$ cat config.mk
export PLATFORM = sky130hd
export DESIGN_NAME = dbus
export DESIGN_NICKNAME = d
export VERILOG_FILES = /design/src/verilog/soc_bus_pkg.sv /design/src/verilog/dbus.sv
export SDC_FILE = /design/constraint.sdc
export NUM_CORES = 1
export LEC_CHECK = 0
export BUFFER_PORTS_ARGS = -buffer_cell sky130_fd_sc_hd__buf_2
export CAP_MARGIN = 20
export CORE_AREA = 2 2 116 118
export CTS_CLUSTER_DIAMETER = 150
export DETAILED_ROUTE_END_ITERATION = 8
export DIE_AREA = 0 0 118 120
export PLACE_DENSITY_LB_ADDON = 0.2
export SYNTH_ARGS = -nofsm -noshare
export SYNTH_HDL_FRONTEND = slang
export SYNTH_SLANG_ARGS = --single-unit
$ cat constraint.sdc
create_clock -name clk -period 1.15 [get_ports clk]
set_input_delay 0.0575 -clock clk [delete_from_list [all_inputs] [get_ports clk]]
set_output_delay 0.0575 -clock clk [all_outputs]
set_load 0.005 [all_outputs]
$ cat src/verilog/soc_bus_pkg.sv
package soc_bus_pkg;

    localparam int BUS_WIDTH = 32;
    localparam int BE_WIDTH = BUS_WIDTH / 8;
    localparam int RAM_WORDS = 256;
    localparam int RAM_AW = $clog2(RAM_WORDS);
    localparam int REG_AW = 6;

    // top four address bits select the region.
    localparam logic [3:0] REGION_RAM = 4'h0;
    localparam logic [3:0] REGION_IO = 4'hB;

    localparam logic [7:0] DEV_GPIO = 8'h00;
    localparam logic [7:0] DEV_TICKER = 8'h01;

    localparam logic [REG_AW-1:0] GPIO_OUT = 6'd0;
    localparam logic [REG_AW-1:0] GPIO_IN = 6'd1;
    localparam logic [REG_AW-1:0] TICK_COUNT = 6'd0;
    localparam logic [REG_AW-1:0] TICK_COMPARE = 6'd1;
    localparam logic [REG_AW-1:0] TICK_STATUS = 6'd2;

    localparam logic [1:0] CONV_IDLE = 2'd0;
    localparam logic [1:0] CONV_READ_WAIT = 2'd1;
    localparam logic [1:0] CONV_MERGE = 2'd2;
    localparam logic [1:0] CONV_WRITE = 2'd3;

    typedef struct packed {
        logic [3:0] region;
        logic [BUS_WIDTH-7-RAM_AW:0] unused;
        logic [RAM_AW-1:0] word;
        logic [1:0] offset;
    } ram_addr_t;

    typedef struct packed {
        logic [3:0] region;
        logic [BUS_WIDTH-15-REG_AW:0] unused;
        logic [7:0] dev;
        logic [REG_AW-1:0] regnum;
        logic [1:0] offset;
    } io_addr_t;

    typedef union packed {
        ram_addr_t ram;
        io_addr_t io;
    } bus_addr_t;

    // replaces the enabled bytes of old_word with those of new_word.
    function automatic logic [BUS_WIDTH-1:0] merge_bytes(
        input logic [BUS_WIDTH-1:0] old_word,
        input logic [BUS_WIDTH-1:0] new_word,
        input logic [BE_WIDTH-1:0] be
    );
        logic [BUS_WIDTH-1:0] result;
        result = old_word;
        for (int i = 0; i < BE_WIDTH; i++) begin
            if (be[i]) begin
                result[8*i +: 8] = new_word[8*i +: 8];
            end
        end
        return result;
    endfunction

endpackage
$ cat src/verilog/dbus.sv
`timescale 1ns/1ps

module dbus import soc_bus_pkg::*; (
    input  logic                 clk,
    input  logic                 rst_n_i,

    input  logic [BUS_WIDTH-1:0] master_address_i,
    input  logic [BE_WIDTH-1:0]  master_byteenable_i,
    input  logic                 master_read_i,
    input  logic                 master_write_i,
    input  logic [BUS_WIDTH-1:0] master_wrdata_i,
    output logic [BUS_WIDTH-1:0] master_rddata_o,
    output logic                 master_stall_o,

    output logic [RAM_AW-1:0]    ram_word_o,
    output logic [BE_WIDTH-1:0]  ram_byteenable_o,
    output logic                 ram_read_o,
    output logic                 ram_write_o,
    output logic [BUS_WIDTH-1:0] ram_wrdata_o,
    input  logic [BUS_WIDTH-1:0] ram_rddata_i,
    input  logic                 ram_stall_i,

    output logic [REG_AW-1:0]    gpio_reg_o,
    output logic                 gpio_read_o,
    output logic                 gpio_write_o,
    input  logic [BUS_WIDTH-1:0] gpio_rddata_i,

    output logic [REG_AW-1:0]    ticker_reg_o,
    output logic                 ticker_read_o,
    output logic                 ticker_write_o,
    input  logic [BUS_WIDTH-1:0] ticker_rddata_i,

    output logic [BUS_WIDTH-1:0] io_wrdata_o,
    output logic [BE_WIDTH-1:0]  io_byteenable_o
);

    bus_addr_t addr;
    logic req;
    logic hit_ram;
    logic hit_gpio;
    logic hit_ticker;
    logic sel_ram;
    logic ram_busy_q;

    assign addr = master_address_i;
    assign req = master_read_i | master_write_i;

    assign hit_ram = (addr.ram.region == REGION_RAM);
    assign hit_gpio = (addr.io.region == REGION_IO) && (addr.io.dev == DEV_GPIO);
    assign hit_ticker = (addr.io.region == REGION_IO) && (addr.io.dev == DEV_TICKER);

    // a stalled RAM transaction keeps the RAM selected until it completes.
    always_ff @(posedge clk) begin
        if (!rst_n_i) begin
            ram_busy_q <= 1'b0;
        end else begin
            ram_busy_q <= sel_ram && req && ram_stall_i;
        end
    end

    assign sel_ram = ram_busy_q | hit_ram;

    assign ram_word_o = addr.ram.word;
    assign ram_byteenable_o = master_byteenable_i;
    assign ram_wrdata_o = master_wrdata_i;
    assign ram_read_o = master_read_i & sel_ram;
    assign ram_write_o = master_write_i & sel_ram;

    // peripherals never stall, so a held request lasts one cycle.
    assign gpio_reg_o = addr.io.regnum;
    assign gpio_read_o = master_read_i & hit_gpio & ~ram_busy_q;
    assign gpio_write_o = master_write_i & hit_gpio & ~ram_busy_q;

    assign ticker_reg_o = addr.io.regnum;
    assign ticker_read_o = master_read_i & hit_ticker & ~ram_busy_q;
    assign ticker_write_o = master_write_i & hit_ticker & ~ram_busy_q;

    assign io_wrdata_o = master_wrdata_i;
    assign io_byteenable_o = master_byteenable_i;

    assign master_stall_o = sel_ram & ram_stall_i;

    always_comb begin
        if (sel_ram) begin
            master_rddata_o = ram_rddata_i;
        end else if (hit_gpio) begin
            master_rddata_o = gpio_rddata_i;
        end else if (hit_ticker) begin
            master_rddata_o = ticker_rddata_i;
        end else begin
            master_rddata_o = '0;
        end
    end

endmodule

# After elaboration in Yosys (flattened, before gate mapping)
# Index checks and enable logic that the tools add are counted.
# word_totals
reg_bits	1
in_bits	169
word_cells	26
# op_classes
n_eq_ne	2
n_mux	3
bitwise_logic	14
reduce_logical	6
# ops
operator	n
two-way mux 32 bit	3
AND 1 bit	11
== test 8 x 1 -> 1 bit (second input constant)	1
logical NOT 8 bit	1
== test 4 bit (second input constant)	1
logical AND 1 bit	4
logical NOT 4 bit	1
bitwise OR 1 bit	2
inverter 1 bit	1

# Longest topological paths before layout
# logic_depth
depth_word	5
depth_mapped	5

# Least setup slack after synthesis
# No wires, ideal clock.
# synth_path
kind	reg-to-output
start	reg ram_busy_q
end	out master_rddata_o[0]
arrival_time_ps	1103
setup_slack_ps	-10
path_stages_with_launch	5
path_cell_list	dfxtp_1 > or2_1 > buf_6 > buf_6 > o31ai_1
# synth_between
elab_chain_len	2
# synth_rtl
item	line	rtl
start: declaration	dbus.sv:43	logic ram_busy_q;
start signal: assignment	dbus.sv:57	ram_busy_q <= sel_ram && req && ram_stall_i;
bitwise OR 1 bit	dbus.sv:61	assign sel_ram = ram_busy_q | hit_ram;
two-way mux 32 bit	dbus.sv:84	if (sel_ram) begin
end: declaration	dbus.sv:12	output logic [BUS_WIDTH-1:0] master_rddata_o,
# No other way between the ends.

# Worst setup path in the final report
# layout_path
start	in master_address_i[28]
end	out master_rddata_o[4]
# layout_between
elab_chain_len	5
# layout_rtl
item	line	rtl
start: declaration	dbus.sv:7	input logic [BUS_WIDTH-1:0] master_address_i,
== test 4 bit	dbus.sv:49, dbus.sv:50	
logical AND 1 bit	dbus.sv:50	assign hit_ticker = (addr.io.region == REGION_IO) && (addr.io.dev == DEV_TICKER);
two-way mux 32 bit	dbus.sv:88	end else if (hit_ticker) begin
two-way mux 32 bit	dbus.sv:86	end else if (hit_gpio) begin
two-way mux 32 bit *	dbus.sv:84	
# Every way passes the cells marked *; elsewhere a longest branch is shown, timed or not.

==> results.yml <==
floorplanning:
  start_util_pct: 13.4
  coreArea_sq_um: 13000
  num_io_pins: 300
  die-area_sq_um: 14200
  die_x_microns: 118
  placementRows: 42
  die_y_microns: 120
grt:
  grt_max_degree: 36
  grt_pass1_vias: 1854
  grt_pass1_wl_mm: 9.69
  grt_overflow_total: 0
  antenna_found_initial: 0
  grt_use_total_pct: 8.32
final_layout:
  reg_top3: "ram_busy_q x1"
  fin_area_sq_um: 2310
  fin_nets: 458
  post_route_cells_drive_above_1_share_pct: 71.1
  largest_reg_flops: 1
  stdcell_count: 463
  regMostFlops: "ram_busy_q"
  diodes: 0
  multiInputGateArea_sq_um: 1060
  fillCellCount: 1508
  areaGrowthSynthToFinish_pct: 33.2
  seqCellArea_sq_um: 20.0
sta:
  maxSlewViolCount: 0
  setup_viol: 32
  period_minus_slack_ns: 1.30
  fmax_ghz: 0.767
  worstMarginPinSlew_ns: 0.333
  rsz0062_at_grt: "yes"
  fin_crit_sh_pct: 113
  finalHoldViolCount: 0
  skew_ns: 0
  maxSlewHeadroom_pct: 77.5
  fin_ws_ns: -0.154
route:
  drc: 0
  drtPass1Iterations: 4
  first_iter_violations: 20
  highest_layer: "met4"
  route.met2.wl_mm: 3.34
  routed_wl_mm: 6.50
  wl_per_cell_microns: 14.0
  wl_met1_mm: 2.24
  met3WireLength_microns: 593
  num_vias: 1767
  vias_per_cell: 3.82
  drt.antenna.violating_nets: 0
synth:
  synth_ff_type: "dfxtp_1"
  syn_inst: 227
  syn_area_sq_um: 1740
  syn_area_per_cell_sq_um: 7.64
  yosysUniqueCellTypes: 21
  ys_warn_count: 0
  synth_nets: 396
  synth_edf_count: 0
  ys_seq_area_share_pct: 1.15
  yosys_register_bits: 1
  synth-async-reset-ratio_pct: 0
place:
  io_buffers: 153
  place_inst: 462
  place_area_sq_um: 2080
  dp_hpwl_mm: 5.38
  gp_congestion: 0.690
  place_ws_ns: -0.282
hold_path:
  holdPathEnd: "ram_wrdata_o[14]"
  min_from: "master_wrdata_i[14]"
  hold_depth: 0
  hp-class: "primary input to output port"
critical_path:
  required_ns: 1.09
  worstSetupPathType: "primary input to output port"
  worstPathArrival_ns: 1.25
  r2r_cells: 3
  start_kind: "primary input"
  r2r-start: "ram_busy_q"
  r2r_slack_ns: 0.21
  end_kind: "output port"
  reg2reg_to: "ram_busy_q"
  critPathMaxFanout: 23
run:
  drv_cap: 0
outcome:
  violations: "negative setup slack"
  status: "complete, but fails checks"
power_and_ir_drop:
  power.density_nw_per_um2: 237
  ir_drop_v: 0.000187
  p_leak_nw: 1.16
  power_mw: 0.547
clocking:
  insertion_delay_ns: 0
==> per-layer routing <==
layer | track usage [%] | up-vias
met5 | 0 | -
met4 | 3.77 | 0
met3 | 1.57 | 33
met2 | 16.3 | 120
met1 | 8.49 | 773
li1 | - | 841
==> worst max-delay path by stage <==
stage,start,slack (ns),cells past startpoint,endpoint
floorplan,ram_busy_q,-0.01,4,master_rddata_o[0]
global placement,master_address_i[11],-0.25,6,master_rddata_o[4]
detailed placement,master_address_i[11],-0.28,6,master_rddata_o[4]
CTS,master_address_i[12],-0.14,6,master_rddata_o[4]
global route,master_address_i[13],-0.21,6,master_rddata_o[4]
finish,master_address_i[28],-0.15,7,master_rddata_o[4]
==> final cells by class <==
cell class	count	area share, %
Multi-Input combinational cell	117	45.8
Timing Repair Buffer	169	43.8
Tap cell	176	9.53
Sequential cell	1	0.866
==> logic make-up after synthesis <==
group                  synth area share, %
AOI/OAI and AO/OA                     23.6
buffers and inverters                 46.8
and+or+nand+nor                       9.95
muxes                                 18.5
DFF                                   1.15
==> power breakdown <==
part	leakage, nW	total (mW)	internal [mW]	switching, mW
Sequential	0.00807	0.0360	0.0358	0.000242
Combinational	1.15	0.511	0.286	0.224
Clock	0	0	0	0
==> cells in the mapped netlist, types with 2 or more instances <==
cell / n / area [sq um]
nand4b_1: 2 / 17.5
nor2_1: 5 / 18.8
mux2i_1: 31 / 310
nor4_4: 2 / 42.5
buf_4: 92 / 691
buf_2: 4 / 20.0
o21ai_0: 33 / 165
clkbuf_1: 6 / 22.5
and2_1: 3 / 18.8
o31ai_1: 31 / 233
buf_6: 7 / 78.8
nand3_1: 2 / 10.0
==> critical path: stages <==
cell and delay [ns]:
buf_2 0.11, nor4_4 0.04, buf_4 0.15, or2_4 0.26
buf_12 0.17, o31ai_4 0.27, buf_2 0.15
==> stage by stage <==
| step | TNS [ns] | hold WS (ns) | util (%) |
|---|---|---|---|
| after global placement | -5.28 | 0.115 | 16.0 |
| final | -3.42 | 0.115 | 17.8 |
| after floorplan | -0.240 | 0.196 | - |
| after global routing | -6.13 | 0.115 | 17.8 |
| after detailed placement | -5.62 | 0.115 | 16.0 |
| after CTS | -3.93 | 0.115 | 16.7 |
==> what timing repair did <==
item,CTS,global route
hold buffers,0,0
gates resized for setup,18,32
pin swaps,4,6
hold endpoints to repair,0,0
buffers inserted,2,0
endpoints found under the setup margin,36,38
==> cells in the final DEF, fill, tap and decap left out, types with 4 or more instances in the layout <==
master,count
buf_6,9
o21ai_0,32
buf_4,8
nor2_1,4
buf_2,145
buf_12,4
o31ai_2,19
o31ai_1,9
mux2i_1,31
Note: power is estimated with default switching activity, not from simulation.
