`config.mk`:
```
export PLATFORM = sky130hd
export DESIGN_NAME = ticker
export DESIGN_NICKNAME = d
export VERILOG_FILES = /design/src/verilog/soc_bus_pkg.sv /design/src/verilog/ticker.sv
export SDC_FILE = /design/constraint.sdc
export NUM_CORES = 1
export LEC_CHECK = 0
export BUFFER_PORTS_ARGS = -buffer_cell sky130_fd_sc_hd__clkbuf_2
export CORE_ASPECT_RATIO = 1.75
export CORE_MARGIN = 2
export CORE_UTILIZATION = 60
export DETAILED_ROUTE_END_ITERATION = 10
export PLACE_DENSITY = 0.87
export REMOVE_ABC_BUFFERS = 1
export SETUP_SLACK_MARGIN = 0.4
export SLEW_MARGIN = 30
export SYNTH_ARGS = -nofsm -noshare
export SYNTH_HDL_FRONTEND = slang
export SYNTH_SLANG_ARGS = --single-unit
```
`constraint.sdc`:
```
create_clock -name clk -period 2.73 [get_ports clk]
set_input_delay 0.273 -clock clk [delete_from_list [all_inputs] [get_ports clk]]
set_output_delay 0.273 -clock clk [all_outputs]
set_load 0.02 [all_outputs]
```
`src/verilog/soc_bus_pkg.sv`:
```
package soc_bus_pkg;

    localparam int BUS_WIDTH = 32;
    localparam int BE_WIDTH = BUS_WIDTH / 8;
    localparam int RAM_WORDS = 256;
    localparam int RAM_AW = $clog2(RAM_WORDS);
    localparam int REG_AW = 6;

    // top four address bits select the region.
    localparam logic [3:0] REGION_RAM = 4'h0;
    localparam logic [3:0] REGION_IO = 4'hB;

    localparam logic [7:0] DEV_GPIO = 8'h00;
    localparam logic [7:0] DEV_TICKER = 8'h01;

    localparam logic [REG_AW-1:0] GPIO_OUT = 6'd0;
    localparam logic [REG_AW-1:0] GPIO_IN = 6'd1;
    localparam logic [REG_AW-1:0] TICK_COUNT = 6'd0;
    localparam logic [REG_AW-1:0] TICK_COMPARE = 6'd1;
    localparam logic [REG_AW-1:0] TICK_STATUS = 6'd2;

    localparam logic [1:0] CONV_IDLE = 2'd0;
    localparam logic [1:0] CONV_READ_WAIT = 2'd1;
    localparam logic [1:0] CONV_MERGE = 2'd2;
    localparam logic [1:0] CONV_WRITE = 2'd3;

    typedef struct packed {
        logic [3:0] region;
        logic [BUS_WIDTH-7-RAM_AW:0] unused;
        logic [RAM_AW-1:0] word;
        logic [1:0] offset;
    } ram_addr_t;

    typedef struct packed {
        logic [3:0] region;
        logic [BUS_WIDTH-15-REG_AW:0] unused;
        logic [7:0] dev;
        logic [REG_AW-1:0] regnum;
        logic [1:0] offset;
    } io_addr_t;

    typedef union packed {
        ram_addr_t ram;
        io_addr_t io;
    } bus_addr_t;

    // replaces the enabled bytes of old_word with those of new_word.
    function automatic logic [BUS_WIDTH-1:0] merge_bytes(
        input logic [BUS_WIDTH-1:0] old_word,
        input logic [BUS_WIDTH-1:0] new_word,
        input logic [BE_WIDTH-1:0] be
    );
        logic [BUS_WIDTH-1:0] result;
        result = old_word;
        for (int i = 0; i < BE_WIDTH; i++) begin
            if (be[i]) begin
                result[8*i +: 8] = new_word[8*i +: 8];
            end
        end
        return result;
    endfunction

endpackage
```
`src/verilog/ticker.sv`:
```
`timescale 1ns/1ps

module ticker import soc_bus_pkg::*; (
    input  logic                 clk,
    input  logic                 rst_n_i,

    input  logic [REG_AW-1:0]    reg_i,
    input  logic                 read_i,
    input  logic                 write_i,
    input  logic [BUS_WIDTH-1:0] wrdata_i,
    output logic [BUS_WIDTH-1:0] rddata_o,

    output logic                 irq_o
);

    logic [BUS_WIDTH-1:0] count_q;
    logic [BUS_WIDTH-1:0] compare_q;
    logic pending_q;
    logic hit;

    // a zero compare value disables the match.
    assign hit = (count_q == compare_q) && (compare_q != '0);

    always_ff @(posedge clk) begin
        if (!rst_n_i) begin
            count_q <= '0;
            compare_q <= '0;
            pending_q <= 1'b0;
        end else begin
            if (write_i && reg_i == TICK_COUNT) begin
                count_q <= wrdata_i;
            end else begin
                count_q <= count_q + 1'b1;
            end
            if (write_i && reg_i == TICK_COMPARE) begin
                compare_q <= wrdata_i;
            end
            // a new match wins over a clear in the same cycle.
            if (hit) begin
                pending_q <= 1'b1;
            end else if (write_i && reg_i == TICK_STATUS && wrdata_i[0]) begin
                pending_q <= 1'b0;
            end
        end
    end

    always_comb begin
        rddata_o = '0;
        if (read_i) begin
            case (reg_i)
                TICK_COUNT:   rddata_o = count_q;
                TICK_COMPARE: rddata_o = compare_q;
                TICK_STATUS:  rddata_o = {{(BUS_WIDTH-1){1'b0}}, pending_q};
                default:      rddata_o = '0;
            endcase
        end
    end

    assign irq_o = pending_q;

endmodule

```
Yosys cells after proc, flatten, opt, wreduce, memory -nomap -nowiden
Cells that the tools add are included.
{ "word_totals": {"romBits": 0, "memories": 0, "wordCells": 20, "ff_bits": 65, "output_inout_bits": 33, "ram_bits": 0, "latchBits": 0} }
{ "classes": {"add_sub_neg": 1, "reduce_logical": 8, "n_bitwise": 0, "mul": 0, "n_eq_ne": 3, "shifts": 0, "n_div": 0, "muxes": 5, "magnitude_cmp": 0} }
{ "ops": {"columns": ["operator", "n"], "rows": [
  ["32-bit case mux with 3 select lines", 1],
  ["32-bit two-way mux", 2],
  ["32-bit by 1-bit adder with 32-bit output (second input constant)", 1],
  ["32-bit == test", 1],
  ["32-bit nonzero test", 1],
  ["6-bit by 1-bit == test with 1-bit output (second input constant)", 1],
  ["6-bit by 2-bit == test with 1-bit output (second input constant)", 1],
  ["6-bit zero test", 1],
  ["1-bit logical AND", 5],
  ["1-bit two-way mux", 2],
  ["2-bit nonzero test", 1]
]} }

Longest topological paths before layout
Gate-level depths: netlist of the first run.
{ "logic_depth": {"depth_word": 5, "mapped_depth": 8} }

Worst setup path after synthesis of the first run
OpenSTA, ideal clock, no wires.
{ "synth_timing": {"kind": "input to output", "startpoint": "input port reg_i[3]", "endpoint": "output port rddata_o[10]", "arrival_time_ns": 1.932, "slack_ns": 0.525, "required_time_ns": 2.457, "stages": 6, "n_path_buf": 2, "path_cell_list": "or4_1 -> buf_2 -> nor3b_4 -> clkbuf_1 -> a22oi_1 -> nor2_1"} }
{ "synth_between": {"elab_chain_len": 3, "word_cells_on_any_way": 5, "cone_classes": "eq/ne (2); mux (2); reduce/logical (1)"} }
{ "synth_lines": {"columns": ["element", "line", "source"], "rows": [
  ["start, declared", "ticker.sv:7", "input logic [REG_AW-1:0] reg_i,"],
  ["6-bit by 2-bit == test with 1-bit output (tied with other cells)", "ticker.sv:50", "case (reg_i)"],
  ["32-bit case mux with 3 select lines (*)", "ticker.sv:50", null],
  ["32-bit two-way mux (*)", "ticker.sv:49", "if (read_i) begin"],
  ["end, declared", "ticker.sv:11", "output logic [BUS_WIDTH-1:0] rddata_o,"]
]} }
Mark *: on every way between the ends. The rest lies on a longest branch, timed or not.

Worst setup path in the final report of the first run
{ "layout_timing": {"startpoint": "input port reg_i[3]", "endpoint": "output port rddata_o[29]"} }
Same word-level chain as after synthesis.

==> results by group, run 1 <==
Yosys
  – Async SR Flop Fraction: 0%
  – Cell Area, Synth: 3810 um^2
  – EDFF count, synth: 0
  – Ys Warns: 0
  – FF+latch count, synth: 65
  – Sequential element share of the synthesized area: between 30% and 40%
  – Commonest register cell after synthesis: dfxtp_1
  – Syn avg cell area: approximately 7.8 um^2
  – Number of distinct library cells after synthesis: 34
  – Post-Syn Instances: between 400 and 500

Worst hold path
  – Hold Path Class: input pin to flip-flop

Clock network
  – Maximum clock insertion buffer count: 2
  – Total clock sinks: 65
  – TritonCTS Buffers: 9
  – H-tree depth: 3
  – CTS tree: built
  – Clk_lat worst skew: 0.36 ns
  – Clk slew on worst S/H paths: about 0.070 ns
  – Root Buffer: clkbuf_8

Power
  – Switching part of the total power: around a quarter
  – Switching pwr: 463 uW
  – Power per Cell Area: 444 nW/um^2
  – Clock network power share: between 40% and 50%
  – Internal Power: between 1.5 and 2 mW
  – Comb pwr share: 7.3%
  – Sequential share of power: around 49%
  – Total Power: 1.98 mW
  – Max IR drop VDD: 413 uV
  – P_leak: about 1.7 nW

STA
  – Final hold slack: 0.140 ns
  – Clk_skew: 0.00627 ns
  – Number of setup violations in the final report: 0
  – RSZ-0062 raised after global routing: false
  – Final Critical Period: 2.18 ns
  – Fin. Hold Viols: 0
  – Max-slew violation count: 0
  – Period utilisation layout: 79.8%
  – TNS Setup: 0 ns
  – Rel. slew slack: 43.9%
  – Final WS setup: around 0.55 ns
  – Fmax: 459 MHz
  – Worst slew pin tran: roughly 0.83 ns

Cells and area
  – Fin util: 72.2%
  – Post-route design area: between 4000 and 5000 um^2
  – Register Area: approximately 1300 um^2
  – Diode count: 0
  – Multi-input logic area: 2330 um^2
  – Area grow syn2layout: 17.1%
  – Most frequent cells in the layout: nand2_1 (83), clkbuf_2 (74), dfxtp_1 (65), nor2_1 (36), xor2_1 (33)
  – Final nets: 589
  – Share of cells above drive strength 1: roughly 20%
  – Final Non-Filler Cells: 631
  – Commonest non-fill, non-tap cell in the layout: nand2_1
  – Filler Cells Inserted: a little under 500

Global routing
  – Global route total overflow: 0
  – Initial antenna violation count: 0
  – Vias in the first global route: approximately 3800
  – Largest net degree at the start of global routing: 64
  – Total GRT Usage: 32.5%
  – First-pass GRT wire length: 17.6 mm

Run status
  – Outcome: complete, no violations

Drt
  – Routed vias: 3888
  – Via-to-Cell Ratio: a little over 6
  – Initial DRT Pass Iterations: 6
  – WL per Instance: about 17 um
  – Detailed Route Iter0 Violations: 287
  – Routed WL: 10.9 mm
  – DRC: 0
  – Post-route ant nets: 0

Floorplan
  – Die W: roughly 64 um
  – Initial Util: 61.6%
  – Core area: roughly 6200 um^2
  – Die Y: 109 um
  – Total Die Area: 7030 um^2
  – # IOs: 75
  – Std cell rows: 38

Place
  – Final Wtd Congestion: 0.955
  – DP Wirelength: just under 8 mm
  – Placed Instances: 615
  – IO buf count: 74
  – Post-DP Area: 4240 um^2
  – DP Worst Slack: 0.415 ns

Worst setup path
  – Crit path launch type: input pin
  – Critical path required time: about 2.5 ns
  – Critical path type: input pin to output pin
  – WP data arrival: 1.91 ns
  – Crit path max fanout: 31
  – Crit. End Element: output pin

Run
  – Max-cap viol count: 0
flip-flops by register name, indices dropped and copies added (netlist names):
name and cells:
count_q 32, compare_q 32, irq_o 1
final timing paths:
| path | from | to | slack [ns] | cells past startpoint |
|---|---|---|---|---|
| max | reg_i[3] | rddata_o[29] | 0.55 | 7 |
| min | wrdata_i[25] | compare_q[25]$_SDFFE_PN0P_ | 0.14 | 3 |
| max reg2reg | count_q[17]$_SDFF_PN0_ | count_q[26]$_SDFF_PN0_ | 0.56 | 5 |
| min reg2reg | compare_q[29]$_SDFFE_PN0P_ | compare_q[29]$_SDFFE_PN0P_ | 0.51 | 2 |
cells in the mapped netlist, drive strengths merged (18+ instances only):
master / instances / share of area, %
clkbuf: 35 / 3.4
o21ai: 25 / 3.3
xnor2: 29 / 6.7
xor2: 33 / 7.6
a21boi: 33 / 6.5
nand2: 84 / 8.3
a22oi: 31 / 6.1
nor2: 36 / 3.5
dfxtp: 65 / 34
nor4: 18 / 3.3
a21oi: 23 / 3.0
nand4: 21 / 3.4
power by group through the flow:
stage          logic, mW  clock network (mW)  registers (mW)
6_report           0.145               0.869           0.970
2_1_floorplan     0.0558                   0           0.994
3_5_place_dp       0.142                   0           0.991
3_3_place_gp       0.139                   0           0.991
5_1_grt            0.158               0.913           0.971
4_1_cts            0.143               0.879           0.970
area by class of cell:
cell class / count / area share, %
clock buffer: 14 / 3.87
inverter: 2 / 0.168
timing repair buffer: 88 / 11.7
tap: 80 / 2.24
multi-input combinational: 380 / 52.1
sequential: 65 / 29.2
clock inverter: 2 / 0.785
what timing repair did:
action / CTS / global route
setup buffers: 0 / 0
resized for setup: 0 / 3
endpoints found under the hold margin: 0 / 0
hold buffers: 0 / 0
setup endpoints to repair: 0 / 21
critical path, stage by stage:
cell and delay, ns:
clkbuf_2 0.08, or4_4 0.57, nor3b_4 0.30, o21ai_2 0.10, buf_4 0.24, nor2_1 0.15
clkbuf_2 0.18
kinds of logic (layout without fill, tap and decap cells):
group | count (synthesis) | in the layout | synth area share [%]
AND/OR/NAND/NOR | 194 | 194 | 24.5
AO/OA/AOI/OAI | 122 | 122 | 21.5
flip-flops | 65 | 65 | 34.2
XOR/XNOR | 62 | 62 | 14.3
buffers and inverters | 44 | 106 | 5.06
adder cells (fa/ha/maj) | 1 | 1 | 0.328
multiplexers | 1 | 1 | 0.263
per-layer routing:
metal	wire, um	share of wire [%]	global-route usage, %
met4	558	5.1	24.2
met1	3740	34	32.0
met5	0	0	0
met3	696	6.4	7.06
met2	5940	54	58.7
No activity file was read; power rests on OpenSTA's default activity.
==> run 2: changes to the inputs <==
--- a/config.mk
+++ b/config.mk
@@ -8,9 +8,9 @@
 export BUFFER_PORTS_ARGS = -buffer_cell sky130_fd_sc_hd__clkbuf_2
 export CORE_ASPECT_RATIO = 1.75
 export CORE_MARGIN = 2
-export CORE_UTILIZATION = 60
+export CORE_UTILIZATION = 56
 export DETAILED_ROUTE_END_ITERATION = 10
-export PLACE_DENSITY = 0.87
+export PLACE_DENSITY = 0.82
 export REMOVE_ABC_BUFFERS = 1
 export SETUP_SLACK_MARGIN = 0.4
 export SLEW_MARGIN = 30
==> constraint.sdc (replaced) <==
create_clock -name clk -period 2.2 [get_ports clk]
set_input_delay 0.22 -clock clk [delete_from_list [all_inputs] [get_ports clk]]
set_output_delay 0.22 -clock clk [all_outputs]
set_load 0.02 [all_outputs]
==> run 2 against run 1 <==
  * The run now ends with setup timing left
  * Core utilization rose by 6.5 points
  * Hold slack worse by 0.029 ns
  * Final area is 15% higher
  * Critical path depth grew 2
  * First-iteration DRC count grew 98%
  * Setup slack worse by 0.59 ns
  * Via count up 13%
  * Clock skew decreased by 0.0014 ns
  * Non-clock buffer count is 29 higher
  * Sequential share of layout area is 3.8 points lower
==> results by group, run 2 (same netlist as run 1, synthesis figures left out) <==
STA
  – Fin. Hold Viols: 0
  – Worst slew pin tran: ~0.8 ns
  – Final Critical Period: 2.24 ns
  – Final hold slack: 0.111 ns
  – Rel. slew slack: 46.8%
  – Number of setup violations in the final report: 1
  – Final WS setup: -0.0351 ns
  – Clk_skew: 0.00489 ns
  – Max-slew violation count: 0
  – Fmax: 447 MHz
  – Period utilisation layout: 102%
  – RSZ-0062 raised after global routing: true

Run status
  – Violated checks: setup timing
  – Outcome: complete, but fails checks

Clock network
  – Maximum clock insertion buffer count: 2
  – TritonCTS Buffers: 9
  – H-tree depth: 3
  – Clk_lat worst skew: 0.34 ns
  – Clk slew on worst S/H paths: 0.06 ns
  – CTS tree: built
  – Total clock sinks: 65
  – Root Buffer: clkbuf_16

Worst setup path
  – Cell family with most CP delay: simple AND/OR/NAND/NOR gates
  – R2r endpoint: count_q[15]$_SDFF_PN0_
  – Crit. End Element: output pin
  – WP data arrival: just over 2 ns
  – R2r worst-path depth: 7
  – Critical path cell sequence: clkbuf_2 -> or4_4 -> buf_6 -> nor3_4 -> buf_6 -> buf_6 -> a22oi_2 -> nor2_1 -> buf_4
  – Critical path type: input pin to output pin
  – Critical Path Max Stage Delay: 0.57 ns
  – CP max-delay cell: or4_4
  – Buf/Inv on CP: 5
  – Critical Path Most Common Cell: buf_6
  – Critical path required time: a little under 2 ns
  – Crit path launch type: input pin
  – Critical R2R Launch: count_q[1]$_SDFF_PN0_
  – Crit path max fanout: 5
  – R2R Setup Slk: 0.39 ns

Floorplan
  – Initial Util: between 50% and 60%
  – Total Die Area: 7510 um^2
  – Die W: approximately 66 um
  – Core area: ~6500 um^2
  – Std cell rows: 39
  – Die Y: 113 um
  – # IOs: 75

Cells and area
  – Multi-input logic area: about 2500 um^2
  – Register Area: 1310 um^2
  – Area grow syn2layout: 35.1%
  – Filler Cells Inserted: 449
  – Final nets: 618
  – Most frequent cells in the layout: nand2_1 (82), dfxtp_1 (62), buf_4 (54), clkbuf_2 (42), nor2_1 (34)
  – Diode count: 0
  – Commonest non-fill, non-tap cell in the layout: nand2_1
  – Share of cells above drive strength 1: 29.5%

Drt
  – Via-to-Cell Ratio: 6.63
  – DRC: 0
  – Initial DRT Pass Iterations: 6
  – Routed WL: 14.2 mm
  – Routed vias: 4388
  – Post-route ant nets: 0
  – Detailed Route Iter0 Violations: 567
  – WL per Instance: 21.5 um

Worst hold path
  – Hold path depth: 3
  – Min-delay src: wrdata_i[17]
  – Worst Hold End: compare_q[17]$_SDFFE_PN0P_
  – Hold Path Class: input pin to flip-flop

Global routing
  – Largest net degree at the start of global routing: 64
  – Global route total overflow: 0
  – Initial antenna violation count: 0
  – Vias in the first global route: 4101
  – First-pass GRT wire length: between 15 and 20 mm
  – Total GRT Usage: between 30% and 40%

Power
  – P_leak: 2.04 nW
  – Max IR drop VDD: 572 uV
  – Power per Cell Area: about 560 nW/um^2
  – Total Power: 2.90 mW

Place
  – Final Wtd Congestion: just over 1
  – IO buf count: 74
  – DP Wirelength: 8.08 mm

Run
  – Max-cap viol count: 0
-- run 2: changes by cell type in the layout (fill, tap and decap cells not counted), sizes merged --
cell	delta
buf	+59
clkbuf	-30
-- run 2: stage by stage --
step	instance area, um^2	TNS [ns]	util [%]	setup WS, ns	std cells
after floorplan	3620	-82.36	-	-1.23	447
after global placement	4350	0	66.5	0.125	629
after detailed placement	4350	0	66.5	0.0499	629
after CTS	4900	0	74.9	0.122	653
after global routing	5150	-0.0196	78.7	-0.0157	662
final	5150	-0.0351	78.7	-0.0351	662
-- run 2: layer usage --
| layer | GRT usage (%) | up-vias | part of all wire (%) |
|---|---|---|---|
| li1 | - | 1898 | - |
| met1 | 35.7 | 2031 | 31 |
| met2 | 60.4 | 334 | 51 |
| met3 | 5.86 | 125 | 9.2 |
| met4 | 26.5 | 0 | 9.3 |
| met5 | 0 | - | 0 |
-- run 2: power by group --
part / internal [mW] / switching (mW) / leakage, nW
combinational: 0.0943 / 0.117 / 1.36
clock: 0.968 / 0.518 / 0.153
sequential: 1.19 / 0.0161 / 0.526
-- run 2: area by class of cell --
| class | instances | area share (%) |
|---|---|---|
| sequential | 65 | 25.4 |
| tap | 82 | 1.99 |
| timing repair buffer | 117 | 18.4 |
| inverter | 2 | 0.146 |
| multi-input combinational | 380 | 48.1 |
| clock inverter | 2 | 0.681 |
| clock buffer | 14 | 5.32 |
-- run 2: what timing repair did --
action | CTS | global route
endpoints found under the setup margin | 39 | 96
gates resized for setup | 49 | 86
hold buffers | 0 | 0
buffers inserted | 5 | 2
cloned | 3 | 7
pin swaps | 9 | 24
-- run 2: worst max path at each step --
stage,from,depth (start not counted),endpoint,slack [ns]
2_1_floorplan,reg_i[3],4,rddata_o[10],-1.23
3_3_place_gp,reg_i[3],8,rddata_o[9],0.13
3_5_place_dp,reg_i[3],8,compare_q[0]$_SDFFE_PN0P_,0.05
4_1_cts,reg_i[5],9,rddata_o[23],0.12
5_1_grt,reg_i[4],9,rddata_o[5],-0.02
6_report,reg_i[4],9,rddata_o[5],-0.04
-- run 2: tightest hold or removal path: cells and delay by family --
family / cells / cell delay [ns]
buf+inv: 1 / 0.09
compound gates: 1 / 0.05
simple gates: 1 / 0.05
