<file path="src/verilog/soc_bus_pkg.sv">
package soc_bus_pkg;

    localparam int BUS_WIDTH = 32;
    localparam int BE_WIDTH = BUS_WIDTH / 8;
    localparam int RAM_WORDS = 256;
    localparam int RAM_AW = $clog2(RAM_WORDS);
    localparam int REG_AW = 6;

    // top four address bits select the region.
    localparam logic [3:0] REGION_RAM = 4'h0;
    localparam logic [3:0] REGION_IO = 4'hB;

    localparam logic [7:0] DEV_GPIO = 8'h00;
    localparam logic [7:0] DEV_TICKER = 8'h01;

    localparam logic [REG_AW-1:0] GPIO_OUT = 6'd0;
    localparam logic [REG_AW-1:0] GPIO_IN = 6'd1;
    localparam logic [REG_AW-1:0] TICK_COUNT = 6'd0;
    localparam logic [REG_AW-1:0] TICK_COMPARE = 6'd1;
    localparam logic [REG_AW-1:0] TICK_STATUS = 6'd2;

    localparam logic [1:0] CONV_IDLE = 2'd0;
    localparam logic [1:0] CONV_READ_WAIT = 2'd1;
    localparam logic [1:0] CONV_MERGE = 2'd2;
    localparam logic [1:0] CONV_WRITE = 2'd3;

    typedef struct packed {
        logic [3:0] region;
        logic [BUS_WIDTH-7-RAM_AW:0] unused;
        logic [RAM_AW-1:0] word;
        logic [1:0] offset;
    } ram_addr_t;

    typedef struct packed {
        logic [3:0] region;
        logic [BUS_WIDTH-15-REG_AW:0] unused;
        logic [7:0] dev;
        logic [REG_AW-1:0] regnum;
        logic [1:0] offset;
    } io_addr_t;

    typedef union packed {
        ram_addr_t ram;
        io_addr_t io;
    } bus_addr_t;

    // replaces the enabled bytes of old_word with those of new_word.
    function automatic logic [BUS_WIDTH-1:0] merge_bytes(
        input logic [BUS_WIDTH-1:0] old_word,
        input logic [BUS_WIDTH-1:0] new_word,
        input logic [BE_WIDTH-1:0] be
    );
        logic [BUS_WIDTH-1:0] result;
        result = old_word;
        for (int i = 0; i < BE_WIDTH; i++) begin
            if (be[i]) begin
                result[8*i +: 8] = new_word[8*i +: 8];
            end
        end
        return result;
    endfunction

endpackage
</file>
<file path="src/verilog/gpio_regs.sv">
`timescale 1ns/1ps

module gpio_regs import soc_bus_pkg::*; (
    input  logic                 clk,
    input  logic                 rst_n_i,

    input  logic [REG_AW-1:0]    reg_i,
    input  logic                 read_i,
    input  logic                 write_i,
    input  logic [BUS_WIDTH-1:0] wrdata_i,
    input  logic [BE_WIDTH-1:0]  byteenable_i,
    output logic [BUS_WIDTH-1:0] rddata_o,

    input  logic [BUS_WIDTH-1:0] gpio_in_i,
    output logic [BUS_WIDTH-1:0] gpio_out_o
);

    logic [BUS_WIDTH-1:0] out_q;
    logic [BUS_WIDTH-1:0] in_meta_q;
    logic [BUS_WIDTH-1:0] in_sync_q;

    always_ff @(posedge clk) begin
        if (!rst_n_i) begin
            out_q <= '0;
        end else if (write_i && reg_i == GPIO_OUT) begin
            out_q <= merge_bytes(out_q, wrdata_i, byteenable_i);
        end
    end

    // two-flop synchronizer for the asynchronous input pins.
    always_ff @(posedge clk) begin
        in_meta_q <= gpio_in_i;
        in_sync_q <= in_meta_q;
    end

    always_comb begin
        rddata_o = '0;
        if (read_i) begin
            case (reg_i)
                GPIO_OUT: rddata_o = out_q;
                GPIO_IN:  rddata_o = in_sync_q;
                default:  rddata_o = '0;
            endcase
        end
    end

    assign gpio_out_o = out_q;

endmodule

</file>
<file path="config.mk">
export PLATFORM = sky130hd
export DESIGN_NAME = gpio_regs
export DESIGN_NICKNAME = d
export VERILOG_FILES = /design/src/verilog/soc_bus_pkg.sv /design/src/verilog/gpio_regs.sv
export SDC_FILE = /design/constraint.sdc
export NUM_CORES = 1
export LEC_CHECK = 0
export BUFFER_PORTS_ARGS = -buffer_cell sky130_fd_sc_hd__buf_2
export CAP_MARGIN = 20
export CORE_AREA = 2 2 85 87
export DETAILED_ROUTE_END_ITERATION = 10
export DIE_AREA = 0 0 87 89
export GPL_TIMING_DRIVEN = 0
export PLACE_DENSITY_LB_ADDON = 0.25
export RECOVER_POWER = 100
export SKIP_CTS_REPAIR_TIMING = 1
export SYNTH_ARGS = -nofsm -noshare
export SYNTH_HDL_FRONTEND = slang
export SYNTH_SLANG_ARGS = --single-unit
</file>
<file path="constraint.sdc">
create_clock -name clk -period 2.75 [get_ports clk]
set_input_delay 0.275 -clock clk [delete_from_list [all_inputs] [get_ports clk]]
set_output_delay 0.275 -clock clk [all_outputs]
set_load 0.05 [all_outputs]
</file>
# --- Word-level counts from Yosys, hierarchy flattened ---
# Cells that the tools add are included.
totals:
  ff_bits: 96
  latchBits: 0
  ram_bits: 0
  rom_bits: 0
  input_bits: 78
  out_inout_bits: 64
  n_memories: 0
classes:
  addsub: 0
  multipliers: 0
  div_mod_pow: 0
  magnitude_cmp: 0
  eq_ne: 1
  shift: 0
  muxes: 2
  bitwise_logic: 0
  n_reduce_logical: 6
ops:
  columns: ["cell", "n"]
  rows:
  - ["case mux 32 bit (2 select lines)", 1]
  - ["two-way mux 32 bit", 1]
  - ["AND reduction 2 bit", 4]
  - ["== test 6 x 1 -> 1 bit, second input constant", 1]
  - ["zero test 6 bit", 1]
  - ["logical AND 1 bit", 1]

# --- Logic depth before layout (Yosys ltp) ---
# Gate-level depths: netlist of run 1.
logic_depth:
  ltp_word: 3
  depth_mapped: 5
  ltp_nobuf: 3

# --- Worst setup path before layout of run 1 ---
# No wires, ideal clock.
synth_path:
  path_kind: "input to output"
  startpoint: "input port reg_i[0]"
  endpoint: "output port rddata_o[10]"
  arrival_time_ps: 2141
  required_time_ps: 2475
  slack_ps: 334
  cell_stages: 5
  path_buffers: 2
  path_cell_list: "clkbuf_1 > nor2_1 > buf_2 > nand3_1 > a21boi_0"
synth_via:
  elab_chain_len: 3
  elab_cells_between_ends: 4
synth_lines:
  columns: ["item", "line_no", "text"]
  rows:
  - ["start: declaration", "gpio_regs.sv:7", "input logic [REG_AW-1:0] reg_i,"]
  - ["== test 6 x 1 -> 1 bit or zero test 6 bit (tied branches)", "gpio_regs.sv:39", "case (reg_i)"]
  - ["case mux 32 bit (2 select lines) *", "gpio_regs.sv:39", null]
  - ["two-way mux 32 bit *", "gpio_regs.sv:38", "if (read_i) begin"]
  - ["end: declaration", "gpio_regs.sv:12", "output logic [BUS_WIDTH-1:0] rddata_o,"]
# Every way passes the cells marked *; elsewhere a longest branch is shown, timed or not.

# --- Worst setup path after layout of run 1 ---
layout_path:
  startpoint: "input port reg_i[0]"
  endpoint: "output port rddata_o[22]"
# Same word-level chain as after synthesis.

==> impl_summary.md, run 1 <==
Routing
Using the TritonRoute via totals, the vias-per-cell ratio works out to 5.19. In the final routed layout, each cell accounts on average for 15.5 um. The number of DRC violations after detailed-routing iteration 0 is 131.

The total number of vias is just under 3k. The remaining routing DRC violations is 0. The final layout contains routed wiring with a total length of ~8800 um. The detailed-router iteration count before antenna repair is 4. The post-detailed-route count of antenna-violating nets is 0.

Yosys
The post-synthesis register bit count is between 90 and 100. A synthesized cell averages 10.1 um2. The netlist area before placement is roughly 3300 um2. The share of the synthesized area in the top cell type is between 50% and 60%. The total of warnings raised by yosys is 0. The cell type with the highest aggregate area in the netlist is sky130_fd_sc_hd__dfxtp_1. The instance count of the mapped netlist is 326. The post-synthesis sequential area ratio is 58.4%. Ranked by total cell area, the synthesized netlist is headed by sky130_fd_sc_hd__dfxtp_1, sky130_fd_sc_hd__mux2i_1, sky130_fd_sc_hd__nand2_1. The distinct cell type count after synthesis is 14. Synthesis produced a netlist with a net count of 404.

Cells and area
The final cell count without fillers is ~570. The number of antenna diodes in the final layout is 0. The area growth from synthesis to layout is 29.2%.

The layout cell share with drive strength beyond 1 is 25.2%. The library cells used most frequently in the layout, excluding fill and tap cells, are sky130_fd_sc_hd__dfxtp_1, sky130_fd_sc_hd__buf_2, sky130_fd_sc_hd__clkbuf_1, sky130_fd_sc_hd__nand2_1. The final layout net count is approximately 560. Counting the fill cells in the layout gives 632. The most frequent standard cell in the layout excluding fill and tap cells is sky130_fd_sc_hd__dfxtp_1.

Floorplan
For this design the top-level I/O count stands at 142. The cell row count is 30. Once the floorplan was initialized, standard cells occupied 49.0% of the core.

In this run the vertical extent of the chip is 89 um. The die covers 7740 um2. In this run the horizontal extent of the chip is 87 um. The core region is approximately 6700 um2.

Timing
Subtracting the final worst setup slack from the clock period gives between 2 and 2.5 ns. For this run, the top clock speed supported by timing is 424 MHz. The max-slew violation count came to 0. At the pin with the least slew margin, the transition time is around 0.65 ns. After layout, the worst path uses 85.8% of the clock period. The headroom to the max-slew limit is between 50% and 60%.

Setup repair after global routing left no endpoint under its margin. Across the routed clock network, the largest skew measured is ~0.0072 ns. The number of endpoints with negative hold slack in the final report came to 0. Setup violations remaining at the end of the flow were counted as 0. Summed over all failing endpoints, the final setup total negative slack is 0 ns.

Setup path
The required time of the worst setup path is 2.48 ns. The startpoint class of the critical path is an input pin. The critical setup path kind is in -> out. STA classifies the critical path endpoint as an output port. The peak fanout along the critical path is 10. The data arrival time at the worst-slack endpoint is around 2.1 ns.

Clocking
The clock-pin slew of the registers on the worst-case setup and hold paths is 0.10 ns. The clock tree synthesis step divided the H-tree into 3 levels. Counting every sink on the clock net gives 96.

The clock tree from TritonCTS is built. Buffers inserted during clock tree synthesis total 9. The later-pin clock latency in the skew report is ~0.34 ns. The cell at the root of the clock tree is sky130_fd_sc_hd__clkbuf_8. The number of buffers on the longest clock path is 2.

Global routing
The wire length of the first global-routing pass is around 13000 um. The number of global-route vias before repair is around 2.7k. Entering global routing, the biggest net connects 17 pins. The initial antenna violation count is 0. Global routing used 22.3% of the available tracks. After global routing the overflow that remains totals 0.

Worst hold path
The worst min-delay path class is in -> reg.

Placed design
The cell count after placement is 545. Buffers placed on the I/O ports in this run total 139. The placed wire-length estimate after detailed placement is 6440 um. At the end of routability-driven placement, the weighted congestion stood at 0.810.

Power
In this run switching power makes up 23.8% of total power. The clock power share is about a third. Combinational logic is responsible for 6.6% of the overall power. The fraction of power consumed by sequential logic is 58.6%. The switching power total is 0.589 mW. VDD sags by at most about 0.4 mV. Power spread over the standard cell area amounts to slightly below 600 nW/um2. Cell internal power was estimated by the tool at around 1.9 mW. Summed over all cells, the static leakage comes to about 1.7 nW.

Run
The total of max-cap violations is 0.

Run status
The flow ran to the end, and the final reports show no timing, DRC or antenna violations.
## registers in the layout (all words and copies together), names as in the netlist
register and flops:
in_meta_q 32, in_sync_q 32, gpio_out_o 32
## power by group through the flow
stage,Clock [mW],Combinational [mW],Sequential (mW)
3_3_place_gp,0,0.156,1.48
2_1_floorplan,0,0.0705,1.48
5_1_grt,0.939,0.179,1.46
6_report,0.862,0.164,1.45
3_5_place_dp,0,0.160,1.49
4_1_cts,0.877,0.161,1.45
## through the flow
step | hold slack (ns) | power (mW) | instance area [um2] | utilization (%) | setup WS [ns]
floorplan | 0.303 | 1.56 | 3290 | - | 0.334
global route | 0.00361 | 2.58 | 4250 | 63.3 | 0.179
CTS | 0.00705 | 2.49 | 4280 | 63.7 | 0.573
detailed placement | 0.312 | 1.65 | 4090 | 60.8 | 0.578
finish | 0.0191 | 2.48 | 4250 | 63.3 | 0.392
global placement | 0.310 | 1.64 | 4090 | 60.8 | 0.629
## layer usage
metal | track usage (%) | up-vias | routed length, um | share of wire [%]
li1 | - | 1436 | - | -
met1 | 29.1 | 1371 | 3860 | 44
met2 | 37.1 | 112 | 4250 | 49
met3 | 4.43 | 12 | 518 | 5.9
met4 | 8.10 | 0 | 126 | 1.4
met5 | 0 | - | 0 | 0
## path summary, 6_finish.rpt
path                      start            end  slack (ns)  cells after the start
setup / recovery       reg_i[0]   rddata_o[22]        0.39                      6
hold / removal    gpio_in_i[25]  in_meta_q[25]        0.02                      1
setup reg to reg  gpio_out_o[2]  gpio_out_o[2]        2.09                      2
hold reg to reg   in_meta_q[23]  in_sync_q[23]        0.33                      0
## critical path, stage by stage
cell and delay (ns):
sky130_fd_sc_hd__clkbuf_1 0.18, sky130_fd_sc_hd__nor2_1 0.46, sky130_fd_sc_hd__clkbuf_1 0.45, sky130_fd_sc_hd__nand3_1 0.14
sky130_fd_sc_hd__a21boi_0 0.25, sky130_fd_sc_hd__clkbuf_2 0.33
## cells by family after synthesis
| group | count (synthesis) | synth area share (%) |
|---|---|---|
| buf+inv | 30 | 4.10 |
| flops | 96 | 58.4 |
| compound gates | 32 | 7.30 |
| simple gates | 136 | 20.5 |
| mux | 32 | 9.73 |
## cells in the mapped netlist
cell                       instances
sky130_fd_sc_hd__a21boi_1          5
sky130_fd_sc_hd__nand3_1          32
sky130_fd_sc_hd__nor2_1            2
sky130_fd_sc_hd__buf_2             6
sky130_fd_sc_hd__nor4_4            1
sky130_fd_sc_hd__nand2_1          64
sky130_fd_sc_hd__clkbuf_1         20
sky130_fd_sc_hd__nand4_1          32
sky130_fd_sc_hd__buf_4             4
sky130_fd_sc_hd__a21boi_0         27
sky130_fd_sc_hd__and4_1            4
sky130_fd_sc_hd__nor3_2            1
sky130_fd_sc_hd__mux2i_1          32
sky130_fd_sc_hd__dfxtp_1          96
## area by class of cell
cell class	count	area [um2]	area share, %
Buffer	30	116	2.74
Clock buffer	11	151	3.56
Clock inverter	5	38.8	0.912
Multi-Input combinational cell	200	1230	29.0
Sequential cell	96	1920	45.2
Tap cell	80	100	2.35
Timing Repair Buffer	143	688	16.2
Power figures use the tool's default switching activity.
==> inputs of run 2 (changes only) <==
Settings changed: GPL_ROUTABILITY_DRIVEN set to 0, PLACE_DENSITY set to 0.9, PLACE_DENSITY_LB_ADDON 0.25 to not set.
==> impl_summary.md, run 2 (synthesis gave the netlist of run 1 again) <==
Cells and area
The share of the core filled with cells in the final layout came to 62.8% (-0.47 points). The multi-input logic area is 1230 um2 (unchanged). The area growth from synthesis to layout is 28.2%.

The layout cell share with drive strength beyond 1 is 24.6% (-0.52 points). The number of diodes is 0 (unchanged). The final layout net count is 556 (-0.36%). The total of fill cells in the finished design came to 584 (-7.6%). The area used by sequential logic in the layout is 1920 um2 (unchanged). The library cells used most frequently in the layout, excluding fill and tap cells, are sky130_fd_sc_hd__dfxtp_1, sky130_fd_sc_hd__buf_2, sky130_fd_sc_hd__clkbuf_1, sky130_fd_sc_hd__nand2_1. The final instance area is 4220 um2 (-0.74%). Leaving out fill and tap cells, the most frequent cell in the layout is sky130_fd_sc_hd__dfxtp_1.

Routing
The post-detailed-route count of antenna-violating nets is 0 (unchanged). The via-per-instance ratio is 5.22 (+0.59%). The number of DRC violations after detailed-routing iteration 0 was 111 (-15%). The remaining routing DRC violations is 0 (unchanged).

The mean routed wirelength per cell came to 15.7 um (+1.4%). The detailed-router iteration count before antenna repair is 4 (unchanged). The total number of vias is 2938 (+0.24%).

The final wirelength came to 8840 um (+1.0%).

Global routing
The aggregate global routing overflow is 0 (unchanged). The initial antenna violation count was 0 (unchanged). The number of global-route vias before repair came to 2878 (+5.8%). The wire length of the first global-routing pass is 13400 um (+1.4%).

The pin count of the biggest net entering global routing was 17 (unchanged). The overall fraction of global-route tracks in use is 22.6% (+0.28 points).

Worst hold path
The launch instance of the worst min-delay path is gpio_in_i[4]. For hold timing, the worst endpoint is in_meta_q[4]. The tightest min-delay check is of the in -> reg type. The depth of the worst hold-timing path is 1 (unchanged).

Setup path
The startpoint of the worst register-to-register path is gpio_out_o[27]. The count of cells along the worst register-to-register path is 2 (unchanged). The register-to-register setup slack was 2.08 ns (about the same). The data arrival time at the worst-slack endpoint is 2.19 ns (+0.11 ns). The end of the worst register-to-register path is gpio_out_o[27].

The critical path goes through clkbuf_1 -> nor2_1 -> clkbuf_1 -> nand3_1 -> a21boi_1 -> clkbuf_1. The critical path startpoint is reg_i[0]. The critical setup path kind is in -> out. The maximum cell stage delay along the critical path is 0.50 ns (+0.04 ns). The cell that appears most often on the critical path is sky130_fd_sc_hd__clkbuf_1. STA classifies the critical path endpoint as an output port. The peak fanout along the critical path is 10 (unchanged). The startpoint class of the critical path is an input pin. The slowest cell on the critical path is sky130_fd_sc_hd__nor2_1. The required time of the worst setup path is 2.48 ns (about the same).

Floorplan
The initial core utilization came to 49.0% (unchanged). The count of boundary I/O pins is 142 (unchanged). The floorplan die area is 7740 um2 (unchanged).

The area of the core region came to 6720 um2 (unchanged). The vertical die dimension is 89 um (unchanged). The die outline width is 87 um (unchanged). The cell row count came to 30 (unchanged).

Timing
The period utilization is 89.8% (+4.0 points). The setup TNS is 0 ns (unchanged). The worst slack on hold paths came to 0.0231 ns (+0.00404 ns).

The number of endpoints with negative hold slack in the final report is 0 (unchanged). The headroom to the max-slew limit was 55.9% (-0.67 points). The final number of setup-violating endpoints was 0 (unchanged). The post-route clock skew is 0.00724 ns (+0.0000446 ns). The final period demand of the worst path is 2.47 ns (+0.110 ns). The transition time at the pin with the least slew margin is 0.664 ns (+0.0102 ns). The max-slew violation count is 0 (unchanged). Setup repair after global routing left no endpoint under its margin. The maximum clock frequency is 405 MHz (-4.5%).

Placed design
The placed wire-length estimate after detailed placement is 6690 um (+3.8%). The placed instance area is 4090 um2 (unchanged). The number of I/O port buffers was 139 (unchanged).

Clocking
The H-tree depth is 3 (unchanged). The clock-pin slew of the registers on the worst-case setup and hold paths is 0.10 ns (about the same). The total clock buffers created by CTS is 9 (unchanged). The number of buffers on the longest clock path is 2 (unchanged). TritonCTS built the clock tree. The later-pin clock latency in the skew report came to 0.34 ns (about the same).

Clock tree synthesis selected as its root buffer the cell sky130_fd_sc_hd__clkbuf_8. The number of sinks driven by the clock tree is 96 (unchanged).

Power
The largest voltage drop on the vdd net was 0.322 mV (-18%). The static leakage was 1.66 nW (-1.5%). The total power draw was 2.44 mW (-1.5%). The areal power density over the cells is 578 nW/um2 (-0.81%).

Run
The total of max-cap violations is 0 (unchanged).

Run status
The flow ran to the end, and the final reports show no timing, DRC or antenna violations.
[run 2: changes by cell type in the layout (fill, tap and decap cells not counted)]
cell	delta
sky130_fd_sc_hd__clkinvlp_4	+2
sky130_fd_sc_hd__clkbuf_2	-6
sky130_fd_sc_hd__buf_2	+4
sky130_fd_sc_hd__clkbuf_1	+3
sky130_fd_sc_hd__clkinv_4	-1
sky130_fd_sc_hd__clkinv_2	-1
sky130_fd_sc_hd__dlygate4sd3_1	-2
sky130_fd_sc_hd__clkbuf_8	-1
[run 2: worst max path at each step]
stage                   endpoint  slack [ns]  depth (start not counted)
floorplan           rddata_o[10]        0.33                          5
detailed placement  rddata_o[16]        0.55                          6
CTS                 rddata_o[12]        0.48                          6
finish               rddata_o[7]        0.28                          6
global placement    rddata_o[16]        0.58                          6
global route        rddata_o[23]        0.20                          6
[run 2: area by class of cell]
| type | count | share of cell area (%) |
|---|---|---|
| well taps | 80 | 2.37 |
| repair buffers | 141 | 15.8 |
| flip-flops and latches | 96 | 45.5 |
| clock inverters | 5 | 0.949 |
| multi-input cells | 200 | 29.3 |
| clock buffers | 11 | 3.35 |
| plain buffers | 30 | 2.76 |
[run 2: critical path, delay by kind of cell]
kind / cells / cell delay, ns
buffers and inverters: 3 / 1.13
AOI/OAI and AO/OA: 1 / 0.15
and+or+nand+nor: 2 / 0.63
[run 2: power by group]
| part | leakage (nW) | total [mW] | switching, mW | internal [mW] |
|---|---|---|---|---|
| logic | 0.782 | 0.158 | 0.0948 | 0.0631 |
| registers | 0.798 | 1.45 | 0.0135 | 1.44 |
| clock network | 0.0822 | 0.828 | 0.470 | 0.359 |
[run 2: layer usage]
layer	wire length [um]	part of all wire [%]	vias to the layer above	track usage [%]
met3	586	6.6	18	4.71
met4	176	2.0	0	8.24
met1	3570	40	1366	27.0
met2	4510	51	113	40.3
li1	-	-	1441	-
met5	0	0	-	0
[run 2: metrics by stage]
step	setup slack (ns)	cells
3_3_place_gp	0.581	545
2_1_floorplan	0.334	326
5_1_grt	0.199	563
3_5_place_dp	0.553	545
4_1_cts	0.480	561
6_report	0.281	563
